<file path="config.mk">
export PLATFORM = sky130hd
export DESIGN_NAME = rw_gen_top
export DESIGN_NICKNAME = d
export VERILOG_FILES = /design/src/rtl/rw_gen_pkg.sv /design/src/rtl/rw_param_if.sv /design/src/rtl/rw_gen_config_regs.sv /design/src/rtl/rw_gen_kernel.sv /design/src/rtl/rw_gen_request_fifo.sv /design/src/rtl/rw_gen_response_path.sv /design/src/rtl/rw_gen_sequencer.sv /design/src/rtl/rw_gen_top.sv
export SDC_FILE = /design/constraint.sdc
export NUM_CORES = 1
export LEC_CHECK = 0
export ABC_AREA = 1
export BUFFER_PORTS_ARGS = -buffer_cell sky130_fd_sc_hd__buf_2
export CORE_ASPECT_RATIO = 0.75
export CORE_MARGIN = 4
export CORE_UTILIZATION = 40
export CTS_BUF_LIST = sky130_fd_sc_hd__clkbuf_8 sky130_fd_sc_hd__clkbuf_16
export DETAILED_ROUTE_END_ITERATION = 7
export HOLD_SLACK_MARGIN = 0.1
export PLACE_DENSITY_LB_ADDON = 0.08
export SYNTH_ARGS = -nofsm -noshare
export SYNTH_HDL_FRONTEND = slang
export SYNTH_SLANG_ARGS = --single-unit
</file>
<file path="constraint.sdc">
create_clock -name ap_clk -period 3.92 [get_ports ap_clk]
set_clock_uncertainty 0.15 [all_clocks]
set_input_delay 0.196 -clock ap_clk [delete_from_list [all_inputs] [get_ports ap_clk]]
set_output_delay 0.196 -clock ap_clk [all_outputs]
set_load 0.05 [all_outputs]
</file>
<file path="src/rtl/rw_gen_pkg.sv">
//----------------------------------------------------------------------
// Read/write generator shared definitions
// Widths, state encoding and request FIFO sizing
//----------------------------------------------------------------------
`default_nettype none

package rw_gen_pkg;

    // Vector types
    typedef logic [31:0] addr_t;
    typedef logic [31:0] data_t;
    typedef logic [15:0] count_t;
    typedef logic [2:0]  shift_t;

    // Job FSM
    typedef enum logic [1:0] {
        IDLE,
        BUSY,
        DRAIN
    } job_state_t;

    //------------------------------------------------------------------
    // Request FIFO sizing
    //------------------------------------------------------------------
    localparam int REQ_FIFO_DEPTH       = 8;
    // Leaves room for the items still inside the kernel
    localparam int REQ_FIFO_ALMOST_FULL = 5;
    localparam int REQ_FIFO_PTR_W       = $clog2(REQ_FIFO_DEPTH);

    localparam int KERNEL_STAGES = 2;

endpackage : rw_gen_pkg

`default_nettype wire

</file>
<file path="src/rtl/rw_param_if.sv">
//----------------------------------------------------------------------
// Job parameter bundle, loaded by the config block
//----------------------------------------------------------------------
`timescale 1ns/100ps
`default_nettype none

interface rw_param_if;
    import rw_gen_pkg::*;

    logic   param_valid;
    addr_t  array_pointer;
    shift_t shift;
    count_t count;
    logic   write;

    modport cfg (
        output param_valid, array_pointer, shift, count, write
    );

    modport seq (
        input param_valid, count
    );

    modport kern (
        input array_pointer, shift, write
    );

endinterface : rw_param_if

`default_nettype wire

</file>
<file path="src/rtl/rw_gen_config_regs.sv">
//----------------------------------------------------------------------
// Job configuration registers
// Captures one job per handshake and holds it until the job ends
//----------------------------------------------------------------------
`timescale 1ns/100ps
`default_nettype none

module rw_gen_config_regs (
    input  logic               ap_clk,
    input  logic               areset_generator,
    input  logic               cfg_valid,
    output logic               cfg_ready,
    input  rw_gen_pkg::addr_t  cfg_array_pointer,
    input  rw_gen_pkg::shift_t cfg_shift,
    input  rw_gen_pkg::count_t cfg_count,
    input  logic               cfg_write,
    input  logic               job_idle,
    input  logic               job_end,
    rw_param_if.cfg            params
);

    logic cfg_fire;

    // Only accept a job while nothing is running
    assign cfg_ready = job_idle;
    assign cfg_fire  = cfg_valid & cfg_ready;

    always_ff @(posedge ap_clk) begin
        if (areset_generator) begin
            params.param_valid <= 1'b0;
        end
        else if (job_end) begin
            params.param_valid <= 1'b0;
        end
        else if (cfg_fire) begin
            params.param_valid <= 1'b1;
        end
    end

    // Job fields
    always_ff @(posedge ap_clk) begin
        if (cfg_fire) begin
            params.array_pointer <= cfg_array_pointer;
            params.shift         <= cfg_shift;
            params.count         <= cfg_count;
            params.write         <= cfg_write;
        end
    end

endmodule : rw_gen_config_regs

`default_nettype wire

</file>
<file path="src/rtl/rw_gen_kernel.sv">
//----------------------------------------------------------------------
// Address kernel
// Two stages turning a data word into a memory request
//----------------------------------------------------------------------
`timescale 1ns/100ps
`default_nettype none

module rw_gen_kernel (
    input  logic              ap_clk,
    input  logic              areset_generator,
    rw_param_if.kern          params,
    input  logic              item_fire,
    input  rw_gen_pkg::data_t in_data,
    output logic              kernel_busy,
    output logic              push,
    output rw_gen_pkg::addr_t push_addr,
    output rw_gen_pkg::data_t push_data,
    output logic              push_write
);
    import rw_gen_pkg::*;

    logic [KERNEL_STAGES-1:0] stage_valid;
    addr_t                    s1_offset;
    data_t                    s1_data;

    // One valid bit per stage
    always_ff @(posedge ap_clk) begin
        if (areset_generator) begin
            stage_valid <= '0;
        end
        else begin
            stage_valid <= {stage_valid[KERNEL_STAGES-2:0], item_fire};
        end
    end

    // Stage 1: scale index by element size
    always_ff @(posedge ap_clk) begin
        s1_offset <= addr_t'(in_data) << params.shift;
        s1_data   <= in_data;
    end

    // Stage 2: add base pointer, attach command
    always_ff @(posedge ap_clk) begin
        push_addr  <= params.array_pointer + s1_offset;
        push_data  <= s1_data;
        push_write <= params.write;
    end

    assign push        = stage_valid[KERNEL_STAGES-1];
    assign kernel_busy = |stage_valid;

endmodule : rw_gen_kernel

`default_nettype wire

</file>
<file path="src/rtl/rw_gen_request_fifo.sv">
//----------------------------------------------------------------------
// Request FIFO toward memory, first-word output
//----------------------------------------------------------------------
`timescale 1ns/100ps
`default_nettype none

module rw_gen_request_fifo (
    input  logic              ap_clk,
    input  logic              areset_generator,
    input  logic              push,
    input  rw_gen_pkg::addr_t push_addr,
    input  rw_gen_pkg::data_t push_data,
    input  logic              push_write,
    output logic              req_valid,
    input  logic              req_ready,
    output rw_gen_pkg::addr_t req_addr,
    output rw_gen_pkg::data_t req_data,
    output logic              req_write,
    output logic              fifo_almost_full,
    output logic              fifo_empty
);
    import rw_gen_pkg::*;

    addr_t mem_addr  [REQ_FIFO_DEPTH];
    data_t mem_data  [REQ_FIFO_DEPTH];
    logic  mem_write [REQ_FIFO_DEPTH];

    logic [REQ_FIFO_PTR_W-1:0] wr_ptr;
    logic [REQ_FIFO_PTR_W-1:0] rd_ptr;
    logic [REQ_FIFO_PTR_W:0]   fill;
    logic                      pop;

    assign pop = req_valid & req_ready;

    always_ff @(posedge ap_clk) begin
        if (areset_generator) begin
            wr_ptr <= '0;
            rd_ptr <= '0;
            fill   <= '0;
        end
        else begin
            if (push) begin
                wr_ptr <= wr_ptr + 1'b1;
            end
            if (pop) begin
                rd_ptr <= rd_ptr + 1'b1;
            end
            // Simultaneous push and pop keeps the level
            if (push & ~pop) begin
                fill <= fill + 1'b1;
            end
            else if (pop & ~push) begin
                fill <= fill - 1'b1;
            end
        end
    end

    always_ff @(posedge ap_clk) begin
        if (push) begin
            mem_addr[wr_ptr]  <= push_addr;
            mem_data[wr_ptr]  <= push_data;
            mem_write[wr_ptr] <= push_write;
        end
    end

    // Head entry presented directly
    assign req_valid = (fill != '0);
    assign req_addr  = mem_addr[rd_ptr];
    assign req_data  = mem_data[rd_ptr];
    assign req_write = mem_write[rd_ptr];

    assign fifo_empty       = (fill == '0);
    assign fifo_almost_full = (fill >= (REQ_FIFO_PTR_W + 1)'(REQ_FIFO_ALMOST_FULL));

endmodule : rw_gen_request_fifo

`default_nettype wire

</file>
<file path="src/rtl/rw_gen_response_path.sv">
//----------------------------------------------------------------------
// Response path to the engine, with outstanding read counter
//----------------------------------------------------------------------
`timescale 1ns/100ps
`default_nettype none

module rw_gen_response_path (
    input  logic              ap_clk,
    input  logic              areset_generator,
    input  logic              read_issued,
    input  logic              rsp_in_valid,
    output logic              rsp_in_ready,
    input  rw_gen_pkg::data_t rsp_in_data,
    output logic              eng_valid,
    input  logic              eng_ready,
    output rw_gen_pkg::data_t eng_data,
    output logic              pending_zero
);
    import rw_gen_pkg::*;

    count_t pending;
    logic   rsp_fire;

    // Register can take a word when empty or draining this cycle
    assign rsp_in_ready = ~eng_valid | eng_ready;
    assign rsp_fire     = rsp_in_valid & rsp_in_ready;

    always_ff @(posedge ap_clk) begin
        if (areset_generator) begin
            eng_valid <= 1'b0;
            pending   <= '0;
        end
        else begin
            if (rsp_fire) begin
                eng_valid <= 1'b1;
            end
            else if (eng_ready) begin
                eng_valid <= 1'b0;
            end
            if (read_issued & ~rsp_fire) begin
                pending <= pending + count_t'(1);
            end
            else if (rsp_fire & ~read_issued) begin
                pending <= pending - count_t'(1);
            end
        end
    end

    always_ff @(posedge ap_clk) begin
        if (rsp_fire) begin
            eng_data <= rsp_in_data;
        end
    end

    assign pending_zero = (pending == '0);

endmodule : rw_gen_response_path

`default_nettype wire

</file>
<file path="src/rtl/rw_gen_sequencer.sv">
//----------------------------------------------------------------------
// Job sequencer
// Counts accepted items, throttles input and signals completion
//----------------------------------------------------------------------
`timescale 1ns/100ps
`default_nettype none

module rw_gen_sequencer (
    input  logic     ap_clk,
    input  logic     areset_generator,
    rw_param_if.seq  params,
    input  logic     in_valid,
    output logic     in_ready,
    output logic     item_fire,
    input  logic     kernel_busy,
    input  logic     fifo_almost_full,
    input  logic     fifo_empty,
    input  logic     pending_zero,
    output logic     job_idle,
    output logic     job_end,
    output logic     done
);
    import rw_gen_pkg::*;

    job_state_t state;
    job_state_t next_state;
    count_t     accepted;
    logic       all_accepted;
    logic       drained;

    assign all_accepted = (accepted == params.count);
    // Kernel, request queue and outstanding reads all empty
    assign drained      = ~kernel_busy & fifo_empty & pending_zero;

    // param_valid still high during done, so no new job yet
    assign job_idle  = (state == IDLE) & ~params.param_valid;
    assign in_ready  = (state == BUSY) & ~all_accepted & ~fifo_almost_full;
    assign item_fire = in_valid & in_ready;
    assign job_end   = done;

    //------------------------------------------------------------------
    // Job FSM
    //------------------------------------------------------------------
    always_comb begin
        next_state = state;
        case (state)
            IDLE: begin
                if (params.param_valid & ~done) begin
                    next_state = BUSY;
                end
            end
            BUSY: begin
                if (all_accepted) begin
                    next_state = DRAIN;
                end
            end
            DRAIN: begin
                if (drained) begin
                    next_state = IDLE;
                end
            end
            default: next_state = IDLE;
        endcase
    end

    always_ff @(posedge ap_clk) begin
        if (areset_generator) begin
            state    <= IDLE;
            accepted <= '0;
            done     <= 1'b0;
        end
        else begin
            state <= next_state;
            done  <= (state == DRAIN) & drained;
            if (state == IDLE) begin
                accepted <= '0;
            end
            else if (item_fire) begin
                accepted <= accepted + count_t'(1);
            end
        end
    end

endmodule : rw_gen_sequencer

`default_nettype wire

</file>
<file path="src/rtl/rw_gen_top.sv">
//----------------------------------------------------------------------
// Read/write address generator top level
//----------------------------------------------------------------------
`timescale 1ns/100ps
`default_nettype none

module rw_gen_top (
    input  logic               ap_clk,
    input  logic               areset,
    // Configuration
    input  logic               cfg_valid,
    output logic               cfg_ready,
    input  rw_gen_pkg::addr_t  cfg_array_pointer,
    input  rw_gen_pkg::shift_t cfg_shift,
    input  rw_gen_pkg::count_t cfg_count,
    input  logic               cfg_write,
    // Data words in
    input  logic               in_valid,
    output logic               in_ready,
    input  rw_gen_pkg::data_t  in_data,
    // Memory requests
    output logic               req_valid,
    input  logic               req_ready,
    output rw_gen_pkg::addr_t  req_addr,
    output rw_gen_pkg::data_t  req_data,
    output logic               req_write,
    // Memory responses
    input  logic               rsp_in_valid,
    output logic               rsp_in_ready,
    input  rw_gen_pkg::data_t  rsp_in_data,
    // Engine output
    output logic               eng_valid,
    input  logic               eng_ready,
    output rw_gen_pkg::data_t  eng_data,
    output logic               done
);
    import rw_gen_pkg::*;

    logic  areset_generator;
    logic  job_idle;
    logic  job_end;
    logic  item_fire;
    logic  kernel_busy;
    logic  push;
    addr_t push_addr;
    data_t push_data;
    logic  push_write;
    logic  fifo_almost_full;
    logic  fifo_empty;
    logic  read_issued;
    logic  pending_zero;

    rw_param_if params ();

    always_ff @(posedge ap_clk) begin
        areset_generator <= areset;
    end

    // Only reads expect a response
    assign read_issued = req_valid & req_ready & ~req_write;

    //------------------------------------------------------------------
    // Control
    //------------------------------------------------------------------
    rw_gen_config_regs u_config_regs (
        .ap_clk            (ap_clk),
        .areset_generator  (areset_generator),
        .cfg_valid         (cfg_valid),
        .cfg_ready         (cfg_ready),
        .cfg_array_pointer (cfg_array_pointer),
        .cfg_shift         (cfg_shift),
        .cfg_count         (cfg_count),
        .cfg_write         (cfg_write),
        .job_idle          (job_idle),
        .job_end           (job_end),
        .params            (params.cfg)
    );

    rw_gen_sequencer u_sequencer (
        .ap_clk           (ap_clk),
        .areset_generator (areset_generator),
        .params           (params.seq),
        .in_valid         (in_valid),
        .in_ready         (in_ready),
        .item_fire        (item_fire),
        .kernel_busy      (kernel_busy),
        .fifo_almost_full (fifo_almost_full),
        .fifo_empty       (fifo_empty),
        .pending_zero     (pending_zero),
        .job_idle         (job_idle),
        .job_end          (job_end),
        .done             (done)
    );

    //------------------------------------------------------------------
    // Data path
    //------------------------------------------------------------------
    rw_gen_kernel u_kernel (
        .ap_clk           (ap_clk),
        .areset_generator (areset_generator),
        .params           (params.kern),
        .item_fire        (item_fire),
        .in_data          (in_data),
        .kernel_busy      (kernel_busy),
        .push             (push),
        .push_addr        (push_addr),
        .push_data        (push_data),
        .push_write       (push_write)
    );

    rw_gen_request_fifo u_request_fifo (
        .ap_clk           (ap_clk),
        .areset_generator (areset_generator),
        .push             (push),
        .push_addr        (push_addr),
        .push_data        (push_data),
        .push_write       (push_write),
        .req_valid        (req_valid),
        .req_ready        (req_ready),
        .req_addr         (req_addr),
        .req_data         (req_data),
        .req_write        (req_write),
        .fifo_almost_full (fifo_almost_full),
        .fifo_empty       (fifo_empty)
    );

    rw_gen_response_path u_response_path (
        .ap_clk           (ap_clk),
        .areset_generator (areset_generator),
        .read_issued      (read_issued),
        .rsp_in_valid     (rsp_in_valid),
        .rsp_in_ready     (rsp_in_ready),
        .rsp_in_data      (rsp_in_data),
        .eng_valid        (eng_valid),
        .eng_ready        (eng_ready),
        .eng_data         (eng_data),
        .pending_zero     (pending_zero)
    );

endmodule : rw_gen_top

`default_nettype wire

</file>
# Yosys cells after proc, flatten, opt, wreduce, memory -nomap -nowiden
# Memories as Yosys holds them, arrays and structs flattened. A register that Yosys moved wholly into a read port is not among the register bits.
# Cells that the tools add are included.
[totals]
mem_bits_rw = 520
memories = 3
reg_bits = 263
in_bits = 123
output_inout_bits = 103
elab_cells = 97
[classes]
n_lt_le_gt_ge = 1
n_mux = 18
n_eq_ne = 6
shifts = 1
n_reduce_logical = 11
addsub = 8
bitwise = 28
[mem_list]
columns = ["name", "depth", "width", "read_ports", "rd_clocked_by_memory_dff", "wr", "line", "rtl"]
rows = [
  ["u_request_fifo.mem_addr", 8, 32, 1, 1, 1, "rw_gen_request_fifo.sv:24", "addr_t mem_addr [REQ_FIFO_DEPTH];"],
  ["u_request_fifo.mem_data", 8, 32, 1, 1, 1, "rw_gen_request_fifo.sv:25", "data_t mem_data [REQ_FIFO_DEPTH];"],
  ["u_request_fifo.mem_write", 8, 1, 1, 1, 1, "rw_gen_request_fifo.sv:26", "logic mem_write [REQ_FIFO_DEPTH];"],
]
[op_table]
columns = ["operator", "count"]
rows = [
  ["$add A16 B1 Y16 const B", 2],
  ["$add A32 B32 Y32", 1],
  ["$mux W16", 2],
  ["$shl A32 B3 Y32", 1],
  ["$mux W3", 6],
  ["$and A1 B1 Y1", 16],
  ["$eq A16 B16 Y1", 1],
  ["$logic_not A16 Y1", 1],
  ["$sub A16 B1 Y16 const B", 1],
  ["$not A1 Y1", 11],
  ["$mux W4", 2],
  ["$add A3 B1 Y3 const B", 2],
  ["$mux W2", 3],
  ["$ne A2 B1 Y1 const B", 3],
  ["$pmux W2 S3", 1],
  ["$reduce_bool A2 Y1", 3],
  ["$reduce_or A2 Y1", 3],
  ["$add A4 B1 Y4 const B", 1],
  ["$ge A4 B3 Y1 const B", 1],
  ["$logic_not A4 Y1", 1],
  ["$mux W1", 4],
  ["$reduce_bool A4 Y1", 1],
  ["$sub A4 B1 Y4 const B", 1],
  ["$reduce_and A3 Y1", 1],
  ["other kinds (4)", 4],
]

# Longest topological paths before layout
# Gate-level depths: netlist of run 1.
[depth]
ltp_word = 7
mapped_depth = 21
mapped_depth_nobuf = 19

# Cells and area by module
# A second synthesis of run 1 with hierarchy kept.
[unflattened]
cells_unflattened = 3313
hier_area_um2 = 33170.6
[by_module_without_submodules]
columns = ["mod", "instances", "cells_per_inst", "seq_area_each_um2", "area_per_inst_um2"]
rows = [
  ["rw_gen_request_fifo", 1, 1818, 15875.2, 21305.4],
  ["rw_gen_kernel", 1, 852, 2622.5, 6048.3],
  ["rw_gen_response_path", 1, 320, 1301.2, 2662.6],
  ["rw_gen_config_regs", 1, 61, 1581.5, 1617.8],
  ["rw_gen_sequencer", 1, 259, 380.4, 1506.4],
  ["rw_gen_top", 1, 3, 20.0, 30.0],
]

# Worst setup path after synthesis of run 1
# No wires, ideal clock.
[synth_timing]
kind = "register to register"
startpoint = "register u_kernel.stage_valid[1]"
endpoint = "memory u_request_fifo.mem_addr[0][0] (netlist bit), enable pin"
stages_incl_launch_ff = 4
path_buffers = 0
period_less_slack_ns = 4.149
t_required_ns = 3.282
slack_ns = -0.229
setup_time_ns = 0.488
t_arrival_ns = 3.511
cell_sequence = "dfxtp_1 -> inv_1 -> or2_2 -> nor2_1"
[synth_via]
elab_chain_cells = 2
[synth_lines]
columns = ["item", "line", "rtl"]
rows = [
  ["start: declaration", "rw_gen_kernel.sv:22", "logic [KERNEL_STAGES-1:0] stage_valid;"],
  ["start signal: assignment", "rw_gen_kernel.sv:32", "stage_valid <= {stage_valid[KERNEL_STAGES-2:0], item_fire};"],
  ["$mux W1", "rw_gen_request_fifo.sv:59", "if (push) begin"],
  ["$mux W1 (implied by the code)", "rw_gen_request_fifo.sv:60", "mem_addr[wr_ptr] <= push_addr;"],
  ["end: declaration", "rw_gen_request_fifo.sv:24", ""],
]
# No other way between the ends.

==> metrics.txt, run 1 <==
# IOs 226; share of cells above drive strength 1 13.3%; total CTS buffers 80; Hold Path Class in2reg; VDD IR max around 0.41 mV; first-pass GRT wire length ~130000 um; DR WL met2 between 30000 and 40000 um; total setup buffers inserted after CTS 0; XOR/XNOR Fraction of Synth Area around 1.1%; Placed Instances between 3000 and 4000; CP Launch Type flop; Worst R2R Setup Slack 0.51 ns; Hold EP u_kernel.s1_data[7]; DRT antenna net count 0; initial drt markers 1669; status completed; Post-DP HPWL 52000 um; die width 331 um; #FFs+latches synth 786; largest net degree at the start of global routing 244; initial antenna violation count 8; Synth Instances ~2800; max-slew violations 0; Routed met3 length just under 5000 um; DRT met1 WL around 42000 um; DR WL/cell 20.1 um; cell depth of the worst flop-to-flop path 17; WL final 85700 um; Hold Crit Depth 2; P_leak ~14 nW; CP required 3.57 ns; GP Congestion slightly below 0.9; Netlist cell types 46; synthesized cell area ~0.031 mm^2; CORE AREA 0.0773 mm^2; Skew-Pair Late Insertion Delay 0.64 ns; vias per std cell 5.09; number of iterations in the first detailed-routing pass 5; Post-Synth Adder-Cell Area between 2 and 2.5%; Setup violations, final 0; worst setup path class reg2out; post-synthesis compound-gate area fraction 10.3%; post-placement setup slack 0.532 ns; Syn Nets 2950; largest family of logic cells by synthesized area simple AND/OR/NAND/NOR gates; CTS tree built; Clock Sink Count just under 800; asr flop ratio synth 0%; Seq/Total Area, Yosys 69.5%; port bufs 225; H-tree Lvls 3; Power Density 645 mW/mm^2; setup ws final 0.195 ns; Peak Freq ~0.27 GHz; commonest non-fill, non-tap cell in the layout edfxtp_1; area delta synth->final 21.8%; Rows 88; Simple-Gate Fraction of Synth Area 13.3%; Reg2Reg Capture Point u_response_path.pending[10]; DR vias 21711; clock buffer depth 3; crit path capture type output port; YS warnings 0; mux share of post-synthesis cell area 0.320%; relative slew slack roughly 14%; top_reg_cell synth edfxtp_1; Mean Syn Cell Area between 10 and 15 um^2; overall routing resource usage 20.6%; Final #Nets roughly 3300; starting density of the core 40.5%; EDFF count, synth 604; die height 250 um; Final period util between 90 and 100%; die area slightly above 0.08 mm^2; Tmin final 3.72 ns; Worst Path Arrival roughly 3.4 ns; Tot Pwr approximately 25 mW; Congestion Overflow GR 0; worst-margin pin slew 1.29 ns; Worst Path Max Fanout 68; clk root buf clkbuf_16; RSZ-0062 raised after global routing false; max cap viols 0; Non-Filler Instances 4265; CTS clk-pin slew, worst paths 0.06 ns; worst min-delay path startpoint in_data[7]; DRC violations left 0; most frequent cells in the layout edfxtp_1 (604), nor2_1 (564), nand2_1 (346); Fin. Hold Viols 0; Top Layer Used met5; vias in the first global route 21416
[state kept, by name (all words and copies together) (netlist names), 4 cells and up, named ones only]
register,flops
u_request_fifo.mem_addr,256
u_request_fifo.mem_data,256
u_config_regs.params.array_pointer,32
u_kernel.push_addr,32
u_kernel.push_data,32
u_kernel.s1_data,32
u_kernel.s1_offset,32
u_response_path.eng_data,32
u_config_regs.params.count,16
u_response_path.pending,16
u_sequencer.accepted,16
u_request_fifo.mem_write,8
u_request_fifo.fill,4
[synth_stat cells (all sizes together) (35+ instances only)]
master,count,share of area [%]
a21oi,86,1.5
a31oi,69,1.4
buf,50,0.85
clkbuf,77,0.92
dfxtp,182,12
edfxtp,604,58
ha,52,2.1
inv,121,1.5
nand2,349,4.2
nand3,65,1.1
nor2,576,6.9
o21ai,352,5.6
o22ai,65,1.3
xor2,35,0.98
[worst max-delay path, cell delays in order (launching register included)]
cell     delay (ns)
dfxtp_1        0.32
inv_4          0.06
buf_4          0.66
buf_4          0.80
nor2_1         0.11
a31oi_1        0.41
buf_2          0.35
[metrics by stage]
stage	hold WS [ns]	setup TNS, ns	area (um^2)	utilization, %
after floorplan	0.0737	-59.60	31300	-
after global placement	0.151	0	33700	43.6
after detailed placement	0.150	0	33700	43.6
after CTS	0.100	0	38100	49.3
after global routing	0.110	0	38100	49.4
final	0.128	0	38200	49.4
[worst max-delay path by stage]
stage                             from                             to  slack [ns]
2_1_floorplan  u_kernel.stage_valid[1]  u_request_fifo.mem_addr[0][0]       -0.23
3_3_place_gp                      flop    u_response_path.pending[10]        0.50
3_5_place_dp                      flop                    req_data[2]        0.53
4_1_cts                           flop                    req_data[2]        0.10
5_1_grt                           flop                    req_addr[2]        0.02
6_report                          flop                    req_addr[0]        0.20
[layer usage]
metal | track usage [%] | vias up
met5 | 0 | -
met4 | 4.25 | 6
met3 | 4.29 | 112
met2 | 31.1 | 575
met1 | 30.7 | 10500
li1 | - | 10518
[power by group]
group          switching (mW)  leakage (nW)  internal (mW)
Clock                    3.25          1.36           4.35
Sequential              0.500          7.00           9.69
Combinational            4.88          5.89           1.93
Total                    8.63          14.3           16.0
[area by class of cell]
class                           count  area [um^2]
Antenna cell                        2         5.00
Clock buffer                       89         2140
Clock inverter                     59          514
Fill cell                        6895        39100
Inverter                          123          472
Multi-Input combinational cell   1736         8590
Sequential cell                   786        21800
Tap cell                         1035         1290
Timing Repair Buffer              435         3350
[cells by family (layout without fill, tap and decap cells)]
kind of cell / Yosys count / count (layout)
AND/OR/NAND/NOR: 1039 / 1039
flip-flops: 786 / 786
AO/OA/AOI/OAI: 594 / 594
buffers and inverters: 250 / 706
adder cells (fa/ha/maj): 55 / 55
XOR/XNOR: 38 / 38
multiplexers: 10 / 10
other: 0 / 2
[timing repair]
item / in CTS / in global routing
gates resized for setup: 1 / 2
setup endpoints to repair: 19 / 4
hold endpoints to repair: 173 / 1
hold buffers: 175 / 1
Note: power is estimated with default switching activity, not from simulation.
==> run 2, diff against run 1 <==
==> constraint.sdc (replaced) <==
create_clock -name ap_clk -period 3.92 [get_ports ap_clk]
set_clock_uncertainty 0.15 [all_clocks]
set_input_delay 0.784 -clock ap_clk [delete_from_list [all_inputs] [get_ports ap_clk]]
set_output_delay 0.784 -clock ap_clk [all_outputs]
set_load 0.05 [all_outputs]
==> metrics.txt, run 2 (same netlist as run 1, synthesis figures left out) <==
CTS clk-pin slew, worst paths 0.06 ns (about the same); vias in the first global route 20164 (-5.8%); vias per std cell 5.13 (+0.83%); VDD IR max 0.456 mV (+11%); most frequent cells in the layout edfxtp_1 (604), nor2_1 (564), nand2_1 (346); clock buffer depth 3 (unchanged); Worst R2R Setup Slack 0.43 ns (-0.08 ns); die height 250 um (unchanged); Net Sw Frac 34.9% (-0.14 points); die width 331 um (unchanged); H-tree Lvls 3 (unchanged); CP Launch Type flop; Reg2Reg Capture Point u_response_path.pending[10]; # IOs 226 (unchanged); Worst Path Arrival 2.82 ns (-0.56 ns); number of iterations in the first detailed-routing pass 5 (unchanged); Hold Crit Depth 1 (-1); Final #Nets 3163 (-5.3%); combinational power share 27.1% (-0.6 points); Clock Sink Count 786 (unchanged); fin util 47.1% (-2.3 points); total setup buffers inserted after CTS 0 (unchanged); Power Density 674 mW/mm^2 (+4.4%); worst setup path class reg2out; CP required 2.99 ns (-0.58 ns); WL final 83400 um (-2.7%); first-pass GRT wire length 126000 um (-3.3%); Congestion Overflow GR 0 (unchanged); net load switching power 8.55 mW (-0.86%); overall routing resource usage 19.9% (-0.62 points); commonest non-fill, non-tap cell in the layout edfxtp_1; share of cells above drive strength 1 13.8% (+0.52 points); post-placement setup slack 0.361 ns (-0.171 ns); starting density of the core 40.5% (unchanged); worst min-delay path startpoint in_data[4]; initial drt markers 1738 (+4.1%); CTS tree built; DRC violations left 0 (unchanged); Worst Path Max Fanout 46 (-32%); Skew-Pair Late Insertion Delay 0.63 ns (about the same); max-slew violations 0 (unchanged); Hold Path Class in2reg; max cap viols 0 (unchanged); Reg power frac 41.6% (+0.2 points); Post-DP HPWL 50900 um (-2.2%); clk root buf clkbuf_16; CORE AREA 0.0773 mm^2 (unchanged); initial antenna violation count 10 (+2); relative slew slack 42.1% (+28 points); GP Congestion 0.860 (-1.9%); Final period util 95.8% (+0.82 points); total CTS buffers 79 (-1.3%); worst-margin pin slew 0.869 ns (-0.422 ns); Peak Freq 0.266 GHz (-0.85%); largest net degree at the start of global routing 129 (-47%); Hold EP u_kernel.s1_data[4]; crit path capture type output port; DRT antenna net count 0 (unchanged); DR WL/cell 20.4 um (+1.6%); Tmin final 3.76 ns (+0.0320 ns); setup ws final 0.163 ns (-0.0320 ns); cell depth of the worst flop-to-flop path 16 (-1); die area 0.0829 mm^2 (unchanged); RSZ-0062 raised after global routing false; Largest regs u_request_fifo.mem_addr x256, u_request_fifo.mem_data x256; P_leak 13.5 nW (-5.2%); internal power 15.9 mW (-0.26%); DR vias 20977 (-3.4%); Rows 88 (unchanged); status completed; clock share of power 31.3% (+0.4 points); area delta synth->final 16.1%; Setup violations, final 0 (unchanged); Fin. Hold Viols 0 (unchanged); port bufs 225 (unchanged)
run 2: power groups by stage:
stage	sequential, mW	combinational (mW)	clock (mW)
after floorplan	10.2	4.90	0
after detailed placement	10.4	6.67	0
after global routing	10.3	7.37	8.21
after CTS	10.2	6.70	7.86
final	10.2	6.65	7.66
after global placement	10.3	6.64	0
run 2: critical path, stage by stage, from the launching register on:
cell and delay (ns):
dfxtp_4 0.38, buf_6 0.27, buf_8 0.34, o21ai_0 0.15, o22ai_1 0.18, nor2_1 0.06
a31oi_1 0.39, buf_2 0.35
run 2: per-layer routing:
| layer | vias to the layer above | wire, um | track usage, % |
|---|---|---|---|
| met5 | - | 25 | 0 |
| met4 | 4 | 1400 | 4.20 |
| met3 | 105 | 4380 | 3.49 |
| met2 | 510 | 36400 | 30.1 |
| met1 | 10201 | 41200 | 30.2 |
| li1 | 10157 | - | - |
run 2: worst max path at each step:
stage,from,to,cells after the start
3_5_place_dp,req_ready,u_response_path.pending[10],14
2_1_floorplan,u_kernel.stage_valid[1],u_request_fifo.mem_addr[0][0],3
5_1_grt,flop,req_data[3],7
4_1_cts,flop,req_data[19],7
3_3_place_gp,req_ready,u_response_path.pending[10],14
6_report,flop,req_addr[4],7
run 2: per-stage QoR:
stage	area, um^2	hold WS [ns]	TNS, ns	instances	power, mW
floorplan	31300	0.160	-59.60	2772	15.1
global placement	33600	0.160	0	3937	17.0
detailed placement	33600	0.162	0	3937	17.0
CTS	36300	0.101	0	4085	24.8
global route	36400	0.110	0	4085	25.8
finish	36400	0.142	0	4087	24.5
run 2: area by class of cell:
class | instances | area (um^2)
diodes | 2 | 5.00
multi-input cells | 1736 | 8590
fillers | 7157 | 40900
clock buffers | 91 | 2160
inverters | 123 | 472
clock inverters | 55 | 495
well taps | 1035 | 1290
repair buffers | 259 | 1560
flip-flops and latches | 786 | 21800
run 2: what timing repair did:
item | 4_1_cts | 5_1_grt
cloned | 0 | 0
hold endpoints to repair | 2 | 0
resized for setup | 6 | 4
endpoints found under the setup margin | 32 | 19
pin swaps | 0 | 0
hold buffers | 2 | 0
